--- config.mk ---
export PLATFORM = sky130hd
export DESIGN_NAME = axi_read_channel
export DESIGN_NICKNAME = d
export VERILOG_FILES = /design/src/verilog/axi_sram_pkg.sv /design/src/verilog/axi_read_channel.sv
export SDC_FILE = /design/constraint.sdc
export NUM_CORES = 1
export LEC_CHECK = 0
export BUFFER_PORTS_ARGS = -buffer_cell sky130_fd_sc_hd__buf_2
export CORE_ASPECT_RATIO = 1.2
export CORE_UTILIZATION = 35
export CTS_CLUSTER_SIZE = 30
export DETAILED_ROUTE_END_ITERATION = 8
export HOLD_SLACK_MARGIN = 0.05
export PLACE_DENSITY = 0.8
export SKIP_CTS_REPAIR_TIMING = 1
export SYNTH_ARGS = -nofsm -noshare
export SYNTH_HDL_FRONTEND = slang
export SYNTH_SLANG_ARGS = --single-unit
--- constraint.sdc ---
create_clock -name clock -period 1.45 [get_ports clock]
set_clock_uncertainty 0.2 [all_clocks]
set_input_delay 0.0725 -clock clock [delete_from_list [all_inputs] [get_ports clock]]
set_output_delay 0.0725 -clock clock [all_outputs]
set_load 0.01 [all_outputs]
--- src/verilog/axi_sram_pkg.sv ---
package axi_sram_pkg;

	// Bus word and strobe widths
	localparam int data_width = 32;
	localparam int strb_width = data_width / 8;

	// Response codes on rresp and bresp
	localparam logic [1:0] resp_okay = 2'b00;
	localparam logic [1:0] resp_slverr = 2'b10;

	// Byte lanes with a set strobe take the new word, the others keep the old
	function automatic logic [data_width-1:0] merge_bytes(
		input logic [data_width-1:0] old_word,
		input logic [data_width-1:0] new_word,
		input logic [strb_width-1:0] strb
	);
		logic [data_width-1:0] result;

		result = old_word;
		for (int i = 0; i < strb_width; i++) begin
			if (strb[i]) begin
				result[i*8 +: 8] = new_word[i*8 +: 8];
			end
		end
		return result;
	endfunction

endpackage

--- src/verilog/axi_read_channel.sv ---
`timescale 1ns/1ns

module axi_read_channel #(
	parameter int addr_width = 32,
	parameter int mem_depth = 1024
) (
	input logic clock,
	input logic reset,

	input logic [addr_width-1:0] araddr,
	input logic arvalid,
	output logic arready,

	output logic [axi_sram_pkg::data_width-1:0] rdata,
	output logic [1:0] rresp,
	output logic rvalid,
	input logic rready,

	output logic rd_req,
	output logic [$clog2(mem_depth):0] rd_index,
	input logic rd_grant,
	input logic [axi_sram_pkg::data_width-1:0] rd_data,
	input logic rd_error
);

	import axi_sram_pkg::*;

	localparam int word_bits = $clog2(mem_depth);

	// Array data arrives in the cycle after the grant
	logic rd_wait;

	// Any address bit above the memory range marks the index as out of range
	logic out_of_range;
	assign out_of_range = |araddr[addr_width-1:word_bits+2];

	// Handshake and request flags
	always_ff @(posedge clock) begin
		if (reset) begin
			arready <= 1'b1;
			rd_req <= 1'b0;
			rd_wait <= 1'b0;
			rvalid <= 1'b0;
		end else begin
			if (arvalid && arready) begin
				arready <= 1'b0;
				rd_req <= 1'b1;
			end

			// Request drops once the array takes it
			if (rd_req && rd_grant) begin
				rd_req <= 1'b0;
				rd_wait <= 1'b1;
			end

			if (rd_wait) begin
				rd_wait <= 1'b0;
				rvalid <= 1'b1;
			end

			// R transfer reopens the address channel
			if (rvalid && rready) begin
				rvalid <= 1'b0;
				arready <= 1'b1;
			end
		end
	end

	// Captured index and returned data
	always_ff @(posedge clock) begin
		if (arvalid && arready) begin
			rd_index <= {out_of_range, araddr[word_bits+1:2]};
		end

		if (rd_wait) begin
			rdata <= rd_data;
			rresp <= rd_error ? resp_slverr : resp_okay;
		end
	end

endmodule

==> metrics <==
syn_nets between 100 and 150; Post-Synth Adder-Cell Area 0; fin. max-slew vios 0; Vias about 1300; starting density of the core 0.374; P per Cell Area around 900 nW/um^2; WP buf/inv 2; Max Freq between 600 and 700 MHz; minimum clock period 1.59 ns; Leak Pwr between 1 and 1.5 nW; critical path, cell by cell dlygate4sd3_1 > buf_2 > nor4_1 > and3_1 > nand3_1; setup ws final -0.142 ns; Port-buffer cells ~110; H-tree depth 2; mapped cell area about 1500 sq um; total CTS buffers 5; Detail Placement HPWL 2390 microns; sequential area share after synthesis 0.929; Max clock buf depth 2; Clk pin slew, worst setup/hold paths roughly 0.08 ns; worst r2r src arready; Placed Area around 2200 sq um; ys flop type edfxtp_1; Critical Path AT about 1.4 ns; Yosys top cell by area edfxtp_1; layout cells sized above 1 0.482; Post-Synth XOR/XNOR Area 0; placed cell count about 240; Clock Latency Late Sink between 0.2 and 0.3 ns; beginning of the critical path araddr[22]; Yosys warnings 0; Synth Area in Simple Gates 0.0406; design area approximately 2900 sq um; critical path class primary input to flip-flop; Hold WC Path Type primary input to flip-flop; family with the most delay on the worst path simple AND/OR/NAND/NOR gates; Slowest-stage cell, CP dlygate4sd3_1; TNS Setup -0.142 ns; status finished with violations; Worst R2R Path Depth 2; die height around 74 microns; vias in the first global route 1010; peak supply drop around 0.84 mV; 1st-iter DRT viols 37; Final period util 1.10; Netlist cell types 15; grt ovf 0; mean area per synthesized cell 22.9 sq um; first-pass GRT wire length between 4000 and 5000 microns; clk root buf clkbuf_8; Routed WL per cell 14.0 microns; failing checks setup timing; Pre-antenna DRT Iters 4; WP data required between 1 and 1.5 ns; largest net degree at the start of global routing 36; Critical Path Max Stage Delay about 0.54 ns; Compound-Gate Fraction of Synth Area 0.0116; total wire length between 4000 and 5000 microns; antenna violations before repair 0; placer's final routability congestion estimate around 0.8; end of the critical path rd_index[10]; EDFF count, synth 44; post-synthesis mux area share 0.00663; Final Total Pwr roughly 2.6 mW; ANT nets after route 0; overall die width 61.9 microns; hold path depth 4; top post-synthesis cells by area edfxtp_1 (88%), dfxtp_1 (5.3%), nor4_1 (2.1%), mux2i_1 (0.66%), nor4b_1 (0.58%); final hold vios 0; Rows 25; largest family of logic cells by synthesized area simple AND/OR/NAND/NOR gates; CTS tree built; ant diodes 0; I/O pin total roughly 120; max-cap violations 0; core area just over 4000 sq um; Yosys top cell area share 0.876; GRT Overall Usage 0.137; final setup fails 1; Area growth syn-to-layout 91.5%; cell count after synthesis 66; top-count cell post-synth edfxtp_1; nets@finish ~320; endpoint type of the worst setup path flip-flop; CTS Sinks 48; top post-synthesis cells by count edfxtp_1 (44), nor4_1 (5), dfxtp_1 (4), inv_1 (2); Synth async-reset ratio 0; Residual DRC 0; critical path depth in cells 5; die area ~4600 sq um; vias per cell roughly 4.3; Reg2Reg Setup Slack 0.26 ns; crit path max fanout 1; reg2reg end rd_index[0]; crit start category primary input; Post-Layout Cell Count a little over 300; #FFs+latches synth 48
[per-stage QoR]
stage	utilization	setup slack, ns	hold slack, ns
final	0.716	-0.142	0.103
after global routing	0.716	-0.210	0.120
after CTS	0.557	0.281	-0.260
after detailed placement	0.537	0.289	0.0506
after global placement	0.537	0.321	0.0490
after floorplan	-	0.154	-0.0564
[worst register-to-register path, cell delays in order (launching register included)]
cell and delay [ns]:
dfxtp_1 0.36, and2_1 0.14, buf_4 0.20
[metal layers]
metal,vias to the layer above,track usage,share of wire
met1,596,0.130,0.37
met3,9,0.0634,0.083
li1,628,-,-
met4,0,0.0667,0.024
met2,89,0.240,0.52
met5,-,0,0
[sequential cells by signal, indices dropped and copies added, names as in the netlist]
register / count
rd_index: 11
rd_req: 1
rresp: 1
arready: 1
rdata: 32
rd_wait: 1
rvalid: 1
[worst min-delay path by stage]
stage / slack (ns) / startpoint / to
final: 0.10 / araddr[26] / rd_index[10]
after global routing: 0.12 / araddr[26] / rd_index[10]
after CTS: -0.26 / araddr[5] / rd_index[3]
after detailed placement: 0.05 / araddr[5] / rd_index[3]
after global placement: 0.05 / rd_data[6] / rdata[6]
after floorplan: -0.06 / reset / rd_wait
[area by class of cell]
| type | instances | area [sq um] |
|---|---|---|
| repair buffers | 180 | 1240 |
| flip-flops and latches | 48 | 1400 |
| inverters | 2 | 7.51 |
| well taps | 54 | 67.6 |
| fillers | 258 | 1150 |
| clock inverters | 1 | 3.75 |
| multi-input cells | 15 | 92.6 |
| clock buffers | 7 | 76.3 |
[power breakdown]
part	total [mW]	switching, mW	leakage [nW]	internal, mW
registers	1.57	0.0122	0.435	1.55
logic	0.324	0.114	0.767	0.210
clock network	0.726	0.390	0.0399	0.336
total	2.61	0.515	1.24	2.10
[cell usage in the layout (no fill, tap or decap), types with 2 or more instances in the layout]
| cell type | n |
|---|---|
| buf_2 | 114 |
| clkbuf_1 | 2 |
| clkbuf_8 | 5 |
| dfxtp_1 | 3 |
| dlygate4sd3_1 | 64 |
| edfxtp_1 | 44 |
| inv_1 | 2 |
| nor4_1 | 5 |
[kinds of logic (layout without fill, tap and decap cells)]
group,after synthesis,after routing
other cells,1,1
flops,48,48
buf+inv,3,190
compound gates,3,3
simple gates,10,10
mux,1,1
(Power assumes the default switching activity.)
