[src/verilog/axi_sram_pkg.sv]
package axi_sram_pkg;

	// Bus word and strobe widths
	localparam int data_width = 32;
	localparam int strb_width = data_width / 8;

	// Response codes on rresp and bresp
	localparam logic [1:0] resp_okay = 2'b00;
	localparam logic [1:0] resp_slverr = 2'b10;

	// Byte lanes with a set strobe take the new word, the others keep the old
	function automatic logic [data_width-1:0] merge_bytes(
		input logic [data_width-1:0] old_word,
		input logic [data_width-1:0] new_word,
		input logic [strb_width-1:0] strb
	);
		logic [data_width-1:0] result;

		result = old_word;
		for (int i = 0; i < strb_width; i++) begin
			if (strb[i]) begin
				result[i*8 +: 8] = new_word[i*8 +: 8];
			end
		end
		return result;
	endfunction

endpackage

[src/verilog/axi_write_channel.sv]
`timescale 1ns/1ns

module axi_write_channel #(
	parameter int addr_width = 32,
	parameter int mem_depth = 1024
) (
	input logic clock,
	input logic reset,

	input logic [addr_width-1:0] awaddr,
	input logic awvalid,
	output logic awready,

	input logic [axi_sram_pkg::data_width-1:0] wdata,
	input logic [axi_sram_pkg::strb_width-1:0] wstrb,
	input logic wvalid,
	output logic wready,

	output logic [1:0] bresp,
	output logic bvalid,
	input logic bready,

	output logic wr_req,
	output logic [$clog2(mem_depth):0] wr_index,
	output logic [axi_sram_pkg::data_width-1:0] wr_data,
	output logic [axi_sram_pkg::strb_width-1:0] wr_strb,
	input logic wr_grant,
	input logic wr_error
);

	import axi_sram_pkg::*;

	localparam int word_bits = $clog2(mem_depth);

	// Address and data are captured independently
	logic aw_held;
	logic w_held;

	logic aw_fire;
	logic w_fire;
	logic b_fire;

	assign aw_fire = awvalid && awready;
	assign w_fire = wvalid && wready;
	assign b_fire = bvalid && bready;

	// Upper address bits set means beyond the array
	logic out_of_range;
	assign out_of_range = |awaddr[addr_width-1:word_bits+2];

	// Handshake state
	always_ff @(posedge clock) begin
		if (reset) begin
			awready <= 1'b1;
			wready <= 1'b1;
			aw_held <= 1'b0;
			w_held <= 1'b0;
			wr_req <= 1'b0;
			bvalid <= 1'b0;
		end else begin
			if (aw_fire) begin
				awready <= 1'b0;
				aw_held <= 1'b1;
			end

			if (w_fire) begin
				wready <= 1'b0;
				w_held <= 1'b1;
			end

			// Both halves present, hand the write to the array
			if (aw_held && w_held) begin
				aw_held <= 1'b0;
				w_held <= 1'b0;
				wr_req <= 1'b1;
			end

			if (wr_req && wr_grant) begin
				wr_req <= 1'b0;
				bvalid <= 1'b1;
			end

			// Both readys stay low until the response is taken
			if (b_fire) begin
				bvalid <= 1'b0;
				awready <= 1'b1;
				wready <= 1'b1;
			end
		end
	end

	// Captured payload
	always_ff @(posedge clock) begin
		if (aw_fire) begin
			wr_index <= {out_of_range, awaddr[word_bits+1:2]};
		end

		if (w_fire) begin
			wr_data <= wdata;
			wr_strb <= wstrb;
		end

		// Error comes back with the grant
		if (wr_req && wr_grant) begin
			bresp <= wr_error ? resp_slverr : resp_okay;
		end
	end

endmodule

[config.mk]
export PLATFORM = sky130hd
export DESIGN_NAME = axi_write_channel
export DESIGN_NICKNAME = d
export VERILOG_FILES = /design/src/verilog/axi_sram_pkg.sv /design/src/verilog/axi_write_channel.sv
export SDC_FILE = /design/constraint.sdc
export NUM_CORES = 1
export LEC_CHECK = 0
export ABC_AREA = 1
export BUFFER_PORTS_ARGS = -buffer_cell sky130_fd_sc_hd__buf_2
export CAP_MARGIN = 20
export CORE_MARGIN = 2
export CORE_UTILIZATION = 36
export DETAILED_ROUTE_END_ITERATION = 8
export GPL_TIMING_DRIVEN = 0
export PLACE_DENSITY = 0.75
export SYNTH_ARGS = -nofsm -noshare
export SYNTH_HDL_FRONTEND = slang
export SYNTH_SLANG_ARGS = --single-unit
[constraint.sdc]
create_clock -name clock -period 1.5 [get_ports clock]
set_input_delay 0.15 -clock clock [delete_from_list [all_inputs] [get_ports clock]]
set_output_delay 0.15 -clock clock [all_outputs]
set_load 0.05 [all_outputs]
==> flow_summary.toml, run 1 <==
[clocking]
cts_buffer_depth = 2
cts_made_buffers = 5
cts_tree = "done"
clkSinkCount = 54
htreeDepth = 2
worstSkewPairLatency_ns = 0.30
clkTransAtPathRegs_ns = 0.09
cts_root_buffer = "clkbuf_8"

[route]
vias_per_cell = 4.396
drt_iter0_drc = 31
routed_wl_mm = 3.674
routedWlPerCell_um = 13.12
final_antenna_net_count = 0
drtPass1Iterations = 4
drc = 0
num_vias = 1231

[synth]
ys_warn_count = 0
ys_ff_latch = 54
syn_inst = 93
ys_seq_area_share_pct = 89.14
syn_area_per_cell_um2 = 18.84
syn_nets = 168
synth.distinct_cells = 15
syn_area_um2 = 1752

[finish]
nFillCells = 399
fin_nets = 300
layout.cells.most_common = "buf_2"
fin_util_pct = 54.16
final_cell_mix = "124 x buf_2, 48 x edfxtp_1, 12 x nor2_1, 11 x nand2_1"
num_antenna_cells = 0
area_growth_pct = 45.07
layout.cell_area.non_filler_um2 = 2541
drive_above_1_share_pct = 61.95

[power_and_ir_drop]
peakVddDrop_uv = 438.8
power_density_nw_per_um2 = 1224
leakagePower_nw = 1.125
power_report.internal_total_mw = 2.217
p_switching_mw = 0.8926
p_comb_share_pct = 18.2
seq_power_share_pct = 57.1
p_total_mw = 3.109
power.share.clock_pct = 24.8
p_sw_share_pct = 28.71

[critical_path]
reg2reg_depth = 2
arrival_ns = 1.29
crit_type = "flop to flop"
crit_fanout = 18
cp-start-kind = "flop"
endpoint_kind = "flop"
critPathRequiredTime_ns = 1.44

[min_path]
hold_depth = 1
hold_path_class = "primary input to flop"

[sta]
finalMaxSlewViolations = 0
finalCritPeriodShare_pct = 89.50
setup_viol = 0
hold_viol_final = 0
fin_hold_ws_ns = 0.02035
period_needed_ns = 1.342
rsz0062_at_grt = "false"
fin_skew_ns = 0.004643
worst_slack_ns = 0.1576
max_freq_ghz = 0.7449

[die]
design.core.area_um2 = 4692
die_h_um = 73.76
num_rows = 25
ios = 128
start_util_pct = 37.33
dieArea_um2 = 5440
die_x_um = 73.76

[global_route]
grt_pass1_vias = 1167
grt_start_max_net_pins = 19
grt_overflow = 0
grt_use_total_pct = 13.14
antenna_found_initial = 0
grt_pass1_wl_mm = 5.181

[placement]
portBuffers = 124
dpl.hpwl_mm = 2.986
place_congestion = 0.7826
placed_area_um2 = 2445
post-place-ws_ns = -0.06207

[run_status]
status = "finished, final reports clean"

[job]
maxCapViolCount = 0
logic make-up (layout without fill, tap and decap cells):
| kind of cell | Yosys count | after routing | share of synthesized area, % |
|---|---|---|---|
| other | 1 | 1 | 0.2141 |
| AOI/OAI and AO/OA | 6 | 6 | 3.286 |
| and+or+nand+nor | 26 | 26 | 5.857 |
| buffers and inverters | 6 | 139 | 1.500 |
| DFF | 54 | 54 | 89.14 |
layer usage:
| layer | up-vias | part of all wire, % | GRT usage, % | wire length, µm |
|---|---|---|---|---|
| li1 | 596 | - | - | - |
| met1 | 532 | 36 | 13.51 | 1336 |
| met2 | 97 | 49 | 23.91 | 1805 |
| met4 | 0 | 1.1 | 3.636 | 40 |
| met5 | - | 0 | 0 | 0 |
| met3 | 6 | 13 | 5.898 | 491 |
state kept, by name, summed over array words and instances (netlist names):
name,count
aw_held,1
awready,1
bresp,1
bvalid,1
w_held,1
wr_data,32
wr_index,11
wr_req,1
wr_strb,4
wready,1
area by class of cell:
cell class,count,area (µm²),share of cell area [%]
Multi-Input combinational cell,33,163.9,6.450
Clock buffer,5,68.82,2.708
Timing Repair Buffer,124,620.6,24.42
Sequential cell,54,1563,61.50
Buffer,1,7.507,0.2954
Tap cell,54,67.56,2.659
Inverter,5,22.52,0.8863
Timing Repair inverter,1,7.507,0.2954
Clock inverter,3,20.02,0.7878
synthesized netlist by cell type (all sizes together):
cell,number,area share (%)
conb,1,0.21
and2,1,0.36
nand2,11,2.4
buf,1,0.43
o21bai,1,1.1
inv,5,1.1
a21oi,4,1.8
nand3,1,0.29
nor2,12,2.6
o21a,1,0.43
nor3,1,0.29
edfxtp,48,82
dfxtp,6,6.9
final timing paths:
kind                               start           to  slack (ns)
worst max-delay path              wready  wr_data[24]        0.16
worst min-delay path            wdata[6]   wr_data[6]        0.02
worst max register to register    wready  wr_data[24]        0.16
worst min register to register    wready       wready        0.46
power by group through the flow:
stage	Clock (mW)	Sequential (mW)	Combinational (mW)
global placement	0	1.81	0.558
detailed placement	0	1.81	0.566
finish	0.770	1.77	0.565
global route	0.842	1.78	0.598
CTS	0.800	1.78	0.571
floorplan	0	2.12	0.0723
worst max-delay path: stages (launching register included):
cell	delay (ns)
dfxtp_2	0.34
nand2_1	0.23
clkinvlp_4	0.41
metrics by stage:
stage | TNS, ns | cells
2_1_floorplan | 0 | 93
4_1_cts | 0 | 280
5_1_grt | 0 | 280
3_5_place_dp | -2.185 | 271
3_3_place_gp | -2.019 | 271
6_report | 0 | 280
timing repair:
action | 4_1_cts | 5_1_grt
setup endpoints to repair | 36 | 0
hold buffers | 0 | 0
setup buffers | 0 | 0
resized for setup | 1 | 0
Note: power is estimated with default switching activity, not from simulation.
==> run 2: changes to the inputs <==
--- a/config.mk
+++ b/config.mk
@@ -12,7 +12,7 @@
 export CORE_UTILIZATION = 36
 export DETAILED_ROUTE_END_ITERATION = 8
 export GPL_TIMING_DRIVEN = 0
-export PLACE_DENSITY = 0.75
+export PLACE_DENSITY_LB_ADDON = 0.25
 export SYNTH_ARGS = -nofsm -noshare
 export SYNTH_HDL_FRONTEND = slang
 export SYNTH_SLANG_ARGS = --single-unit
==> run 2 against run 1 <==
Power rose by 5.1%. Maximum frequency fell by 2.1%. Non-clock buffer count rose by 3. Cell count rose by 1.1%. Sequential power barely moved. Largest cell class unchanged.
==> flow_summary.toml, run 2 (same netlist as run 1, synthesis figures left out) <==
[finish]
final-seq-area_um2 = 1563
drive_above_1_share_pct = 61.14
num_antenna_cells = 0
layout.cells.most_common = "buf_2"
largest-register = "wr_data"
final_cell_mix = "124 x buf_2, 48 x edfxtp_1, 12 x nor2_1, 11 x nand2_1"
fin_cells = 283
fin_nets = 303
nFillCells = 408
area_growth_pct = 48.00
multi_input_area_um2 = 163.9
largest_reg_flops = 32
reg.largest.list = "wr_data: 32 flops, wr_index: 11 flops, wr_strb: 4 flops"

[power_and_ir_drop]
p_switching_mw = 0.8781
power_report.internal_total_mw = 2.390
p_total_mw = 3.269
p_sw_share_pct = 26.87
peakVddDrop_uv = 587.7
power.share.clock_pct = 28.4
p_comb_share_pct = 17.4
seq_power_share_pct = 54.2
leakagePower_nw = 1.146
power_density_nw_per_um2 = 1261

[placement]
dpl.cell_count = 271
portBuffers = 124
place_congestion = 0.6802
dpl.hpwl_mm = 2.566

[sta]
rsz0062_at_grt = "false"
hold_viol_final = 0
fin_skew_ns = 0.004947
period_needed_ns = 1.371
finalMaxSlewViolations = 0
setup_viol = 0
max_freq_ghz = 0.7292
finalCritPeriodShare_pct = 91.42

[clocking]
htreeDepth = 2
clkSinkCount = 54
clkTransAtPathRegs_ns = 0.09
cts_buffer_depth = 2
cts_tree = "done"
cts_made_buffers = 5
worstSkewPairLatency_ns = 0.30
cts_root_buffer = "clkbuf_8"
cts_setup_buffers = 0

[route]
num_vias = 1227
routedWlPerCell_um = 11.86
vias_per_cell = 4.336
drtPass1Iterations = 4
drc = 0
drt_iter0_drc = 35
routed_wl_mm = 3.357
final_antenna_net_count = 0

[critical_path]
crit_type = "flop to flop"
cp_cell_sequence = "nand2_1, clkinvlp_4"
reg2reg_depth = 2
critPathRequiredTime_ns = 1.44
cp-start-kind = "flop"
slowest_delay_ns = 0.43
crit_slowest_cell = "clkinvlp_4"
crit_fanout = 18
arrival_ns = 1.31
endpoint_kind = "flop"

[global_route]
antenna_found_initial = 0
grt_overflow = 0
grt_start_max_net_pins = 19
grt_pass1_wl_mm = 4.954
grt_pass1_vias = 1108
grt_use_total_pct = 12.49

[die]
die_x_um = 73.76
design.core.area_um2 = 4692
num_rows = 25
ios = 128
die_h_um = 73.76
start_util_pct = 37.33
dieArea_um2 = 5440

[job]
maxCapViolCount = 0

[min_path]
hold_path_class = "primary input to flop"
hold_depth = 1

[run_status]
status = "finished, final reports clean"
[run 2: cell type report]
cell class	count	area share, %
buffer	1	0.2896
sequential	54	60.28
timing repair inverter	1	0.2896
tap	54	2.606
timing repair buffer	127	25.10
clock inverter	2	1.448
clock buffer	6	2.799
multi-input combinational	33	6.322
inverter	5	0.8687
[run 2: power by group through the flow]
stage / logic (mW) / clock network (mW) / registers, mW
finish: 0.568 / 0.929 / 1.77
global route: 0.604 / 1.03 / 1.78
CTS: 0.568 / 0.972 / 1.77
detailed placement: 0.563 / 0 / 1.81
global placement: 0.558 / 0 / 1.81
floorplan: 0.0723 / 0 / 2.12
[run 2: worst paths after layout]
path / start / end / slack [ns]
max: wready / wr_data[14] / 0.13
min: wdata[27] / wr_data[27] / 0.02
max reg2reg: wready / wr_data[14] / 0.13
min reg2reg: wready / wready / 0.46
[run 2: per-stage QoR]
stage	hold slack, ns	setup TNS (ns)	setup slack (ns)	utilization, %	instance area, µm²
2_1_floorplan	0.2283	0	0.01249	-	1757
3_3_place_gp	0.3268	-3.976	-0.1115	52.11	2445
3_5_place_dp	0.3281	-4.257	-0.1197	52.11	2445
4_1_cts	0.008675	0	0.08716	54.61	2562
5_1_grt	0.0002994	0	0.01241	55.25	2592
6_report	0.01955	0	0.1287	55.25	2592
[run 2: metal layers]
metal | track usage, % | part of all wire (%)
met5 | 0 | 0
met4 | 5.455 | 1.6
met3 | 6.859 | 14
met2 | 20.34 | 47
met1 | 13.32 | 37
[run 2: repair_timing]
| action | 4_1_cts | 5_1_grt |
|---|---|---|
| hold buffers | 0 | 3 |
| hold endpoints to repair | 0 | 3 |
| gates resized for setup | 1 | 0 |
| endpoints found under the setup margin | 36 | 0 |
[run 2: critical path: cells and delay by family (launching register included)]
family / cells / cell delay [ns]
flip-flops: 1 / 0.33
buffers and inverters: 1 / 0.43
AND/OR/NAND/NOR: 1 / 0.24
==> run 3: changes to the inputs <==
--- a/config.mk
+++ b/config.mk
@@ -12,7 +12,7 @@
 export CORE_UTILIZATION = 36
 export DETAILED_ROUTE_END_ITERATION = 8
 export GPL_TIMING_DRIVEN = 0
-export PLACE_DENSITY_LB_ADDON = 0.25
+export PLACE_DENSITY = 0.75
 export SYNTH_ARGS = -nofsm -noshare
 export SYNTH_HDL_FRONTEND = slang
 export SYNTH_SLANG_ARGS = --single-unit
==> constraint.sdc (replaced) <==
create_clock -name clock -period 1.2 [get_ports clock]
set_input_delay 0.12 -clock clock [delete_from_list [all_inputs] [get_ports clock]]
set_output_delay 0.12 -clock clock [all_outputs]
set_load 0.05 [all_outputs]
==> run 3 against run 2 <==
Non-clock buffer count rose by 46. Sequential power rose by 25%. Global-route usage rose by 3.8 points. Die area did not move. Cell area rose by 18%. Sequential share of layout area fell by 9.1 points. Power rose by 24%. Critical path depth fell by 1. Sequential cell count did not move. Clock power rose by 4.6%. Register-to-register slack improved by 0.07 ns. Via count rose by 19%. Highest routed layer unchanged.
==> flow_summary.toml, run 3 (same netlist as run 1, synthesis figures left out) <==
[sta]
max_freq_ghz = 0.9356
setup_viol = 0
finalMaxSlewViolations = 0
period_needed_ns = 1.069
tns_ns = 0
finalCritPeriodShare_pct = 89.07
hold_viol_final = 0
rsz0062_at_grt = "false"
worst_slack_ns = 0.1312
fin_skew_ns = 0.003192

[route]
routedWlPerCell_um = 13.75
wirelength_met1_mm = 1.681
vias_per_cell = 4.456
routed_wl_mm = 4.523
wl_met3_um = 404
drt_iter0_drc = 54
highest_layer = "met4"
final_antenna_net_count = 0
drtPass1Iterations = 4
wl_met2_mm = 2.416
num_vias = 1466
drc = 0

[finish]
fin_util_pct = 65.28
largest_reg_flops = 32
num_antenna_cells = 0
drive_above_1_share_pct = 52.73
final_cell_mix = "124 x buf_2, 48 x edfxtp_1, 47 x dlygate4sd3_1, 12 x nor2_1, 10 x nand2_1"
layout.cells.most_common = "buf_2"
largest-register = "wr_data"
fin_cells = 329
reg.largest.list = "wr_data: 32 flops, wr_index: 11 flops, wr_strb: 4 flops"
fin_nets = 349
area_growth_pct = 74.86

[job]
maxCapViolCount = 0

[die]
start_util_pct = 37.33
die_x_um = 73.76
num_rows = 25
ios = 128
dieArea_um2 = 5440
die_h_um = 73.76
design.core.area_um2 = 4692

[placement]
place_congestion = 0.7164
dpl.cell_count = 271
dpl.hpwl_mm = 2.925
post-place-ws_ns = -0.2864
portBuffers = 124

[clocking]
cts_made_buffers = 5
clkSinkCount = 54
worstSkewPairLatency_ns = 0.29
cts_buffer_depth = 2
cts_root_buffer = "clkbuf_8"
cts_tree = "done"
htreeDepth = 2
clkTransAtPathRegs_ns = 0.09

[run_status]
status = "finished, final reports clean"

[critical_path]
crit_slowest_cell = "dfxtp_1"
endpoint_kind = "output pin"
crit_type = "flop to output pin"
critPathRequiredTime_ns = 1.08
crit_cells = 1
reg2reg_depth = 3
arrival_ns = 0.95
cp-start-kind = "flop"
crit_fanout = 3
slowest_delay_ns = 0.38
crit_family = "flip-flops"
cp_cell_sequence = "buf_2"
cp.buffers_inverters = 1

[power_and_ir_drop]
power_density_nw_per_um2 = 1324
leakagePower_nw = 1.341
seq_power_share_pct = 54.8
p_total_mw = 4.056
p_sw_share_pct = 28.67
peakVddDrop_uv = 572.2
p_comb_share_pct = 21.3
p_switching_mw = 1.163
power.share.clock_pct = 24.0
power_report.internal_total_mw = 2.893

[global_route]
grt_overflow = 0
grt_start_max_net_pins = 19
grt_pass1_wl_mm = 6.479
grt_use_total_pct = 16.25
antenna_found_initial = 0
grt_pass1_vias = 1380

[min_path]
hold_depth = 2
hold_path_class = "primary input to flop"
[run 3: changes by cell type in the layout (fill, tap and decap cells not counted), sizes merged]
cell and change:
bufinv -1, clkinv +1, dlygate4sd3 +44, buf +2, inv +1, clkbuf -1
[run 3: repair_timing]
item                       4_1_cts  5_1_grt
cloned                           1        0
setup buffers                    0        2
resized for setup                1        0
hold buffers                    47        0
hold endpoints to repair        47        0
setup endpoints to repair       36       36
[run 3: final cells by class]
type / instances / area, µm²
clock buffers: 5 / 68.82
repair buffers: 173 / 1131
inverters: 5 / 22.52
clock inverters: 3 / 20.02
plain buffers: 1 / 7.507
well taps: 54 / 67.56
multi-input cells: 33 / 171.4
repair inverters: 1 / 7.507
flip-flops and latches: 54 / 1567
fillers: 339 / 1629
[run 3: metrics by stage]
stage / instance area (µm²) / hold slack (ns)
after floorplan: 1768 / 0.1983
after global placement: 2456 / 0.2964
after detailed placement: 2456 / 0.2981
after CTS: 3023 / 0.01564
after global routing: 3063 / 0.01811
final: 3063 / 0.02755
[run 3: metal layers]
metal | vias to the layer above | global-route usage, %
met3 | 4 | 5.075
li1 | 692 | -
met2 | 97 | 31.65
met4 | 0 | 3.636
met1 | 673 | 16.68
met5 | - | 0
[run 3: path summary, 6_finish.rpt]
path	from	to	slack [ns]
setup / recovery	bvalid	bvalid	0.13
hold / removal	reset	wr_req	0.03
setup reg to reg	wready	wr_data[24]	0.20
hold reg to reg	awready	awready	0.46
[run 3: power by group through the flow]
| stage | Sequential (mW) | Combinational [mW] | Clock (mW) |
|---|---|---|---|
| floorplan | 2.65 | 0.0926 | 0 |
| global route | 2.24 | 0.905 | 1.06 |
| CTS | 2.22 | 0.835 | 1.01 |
| global placement | 2.26 | 0.701 | 0 |
| detailed placement | 2.27 | 0.709 | 0 |
| finish | 2.22 | 0.863 | 0.972 |
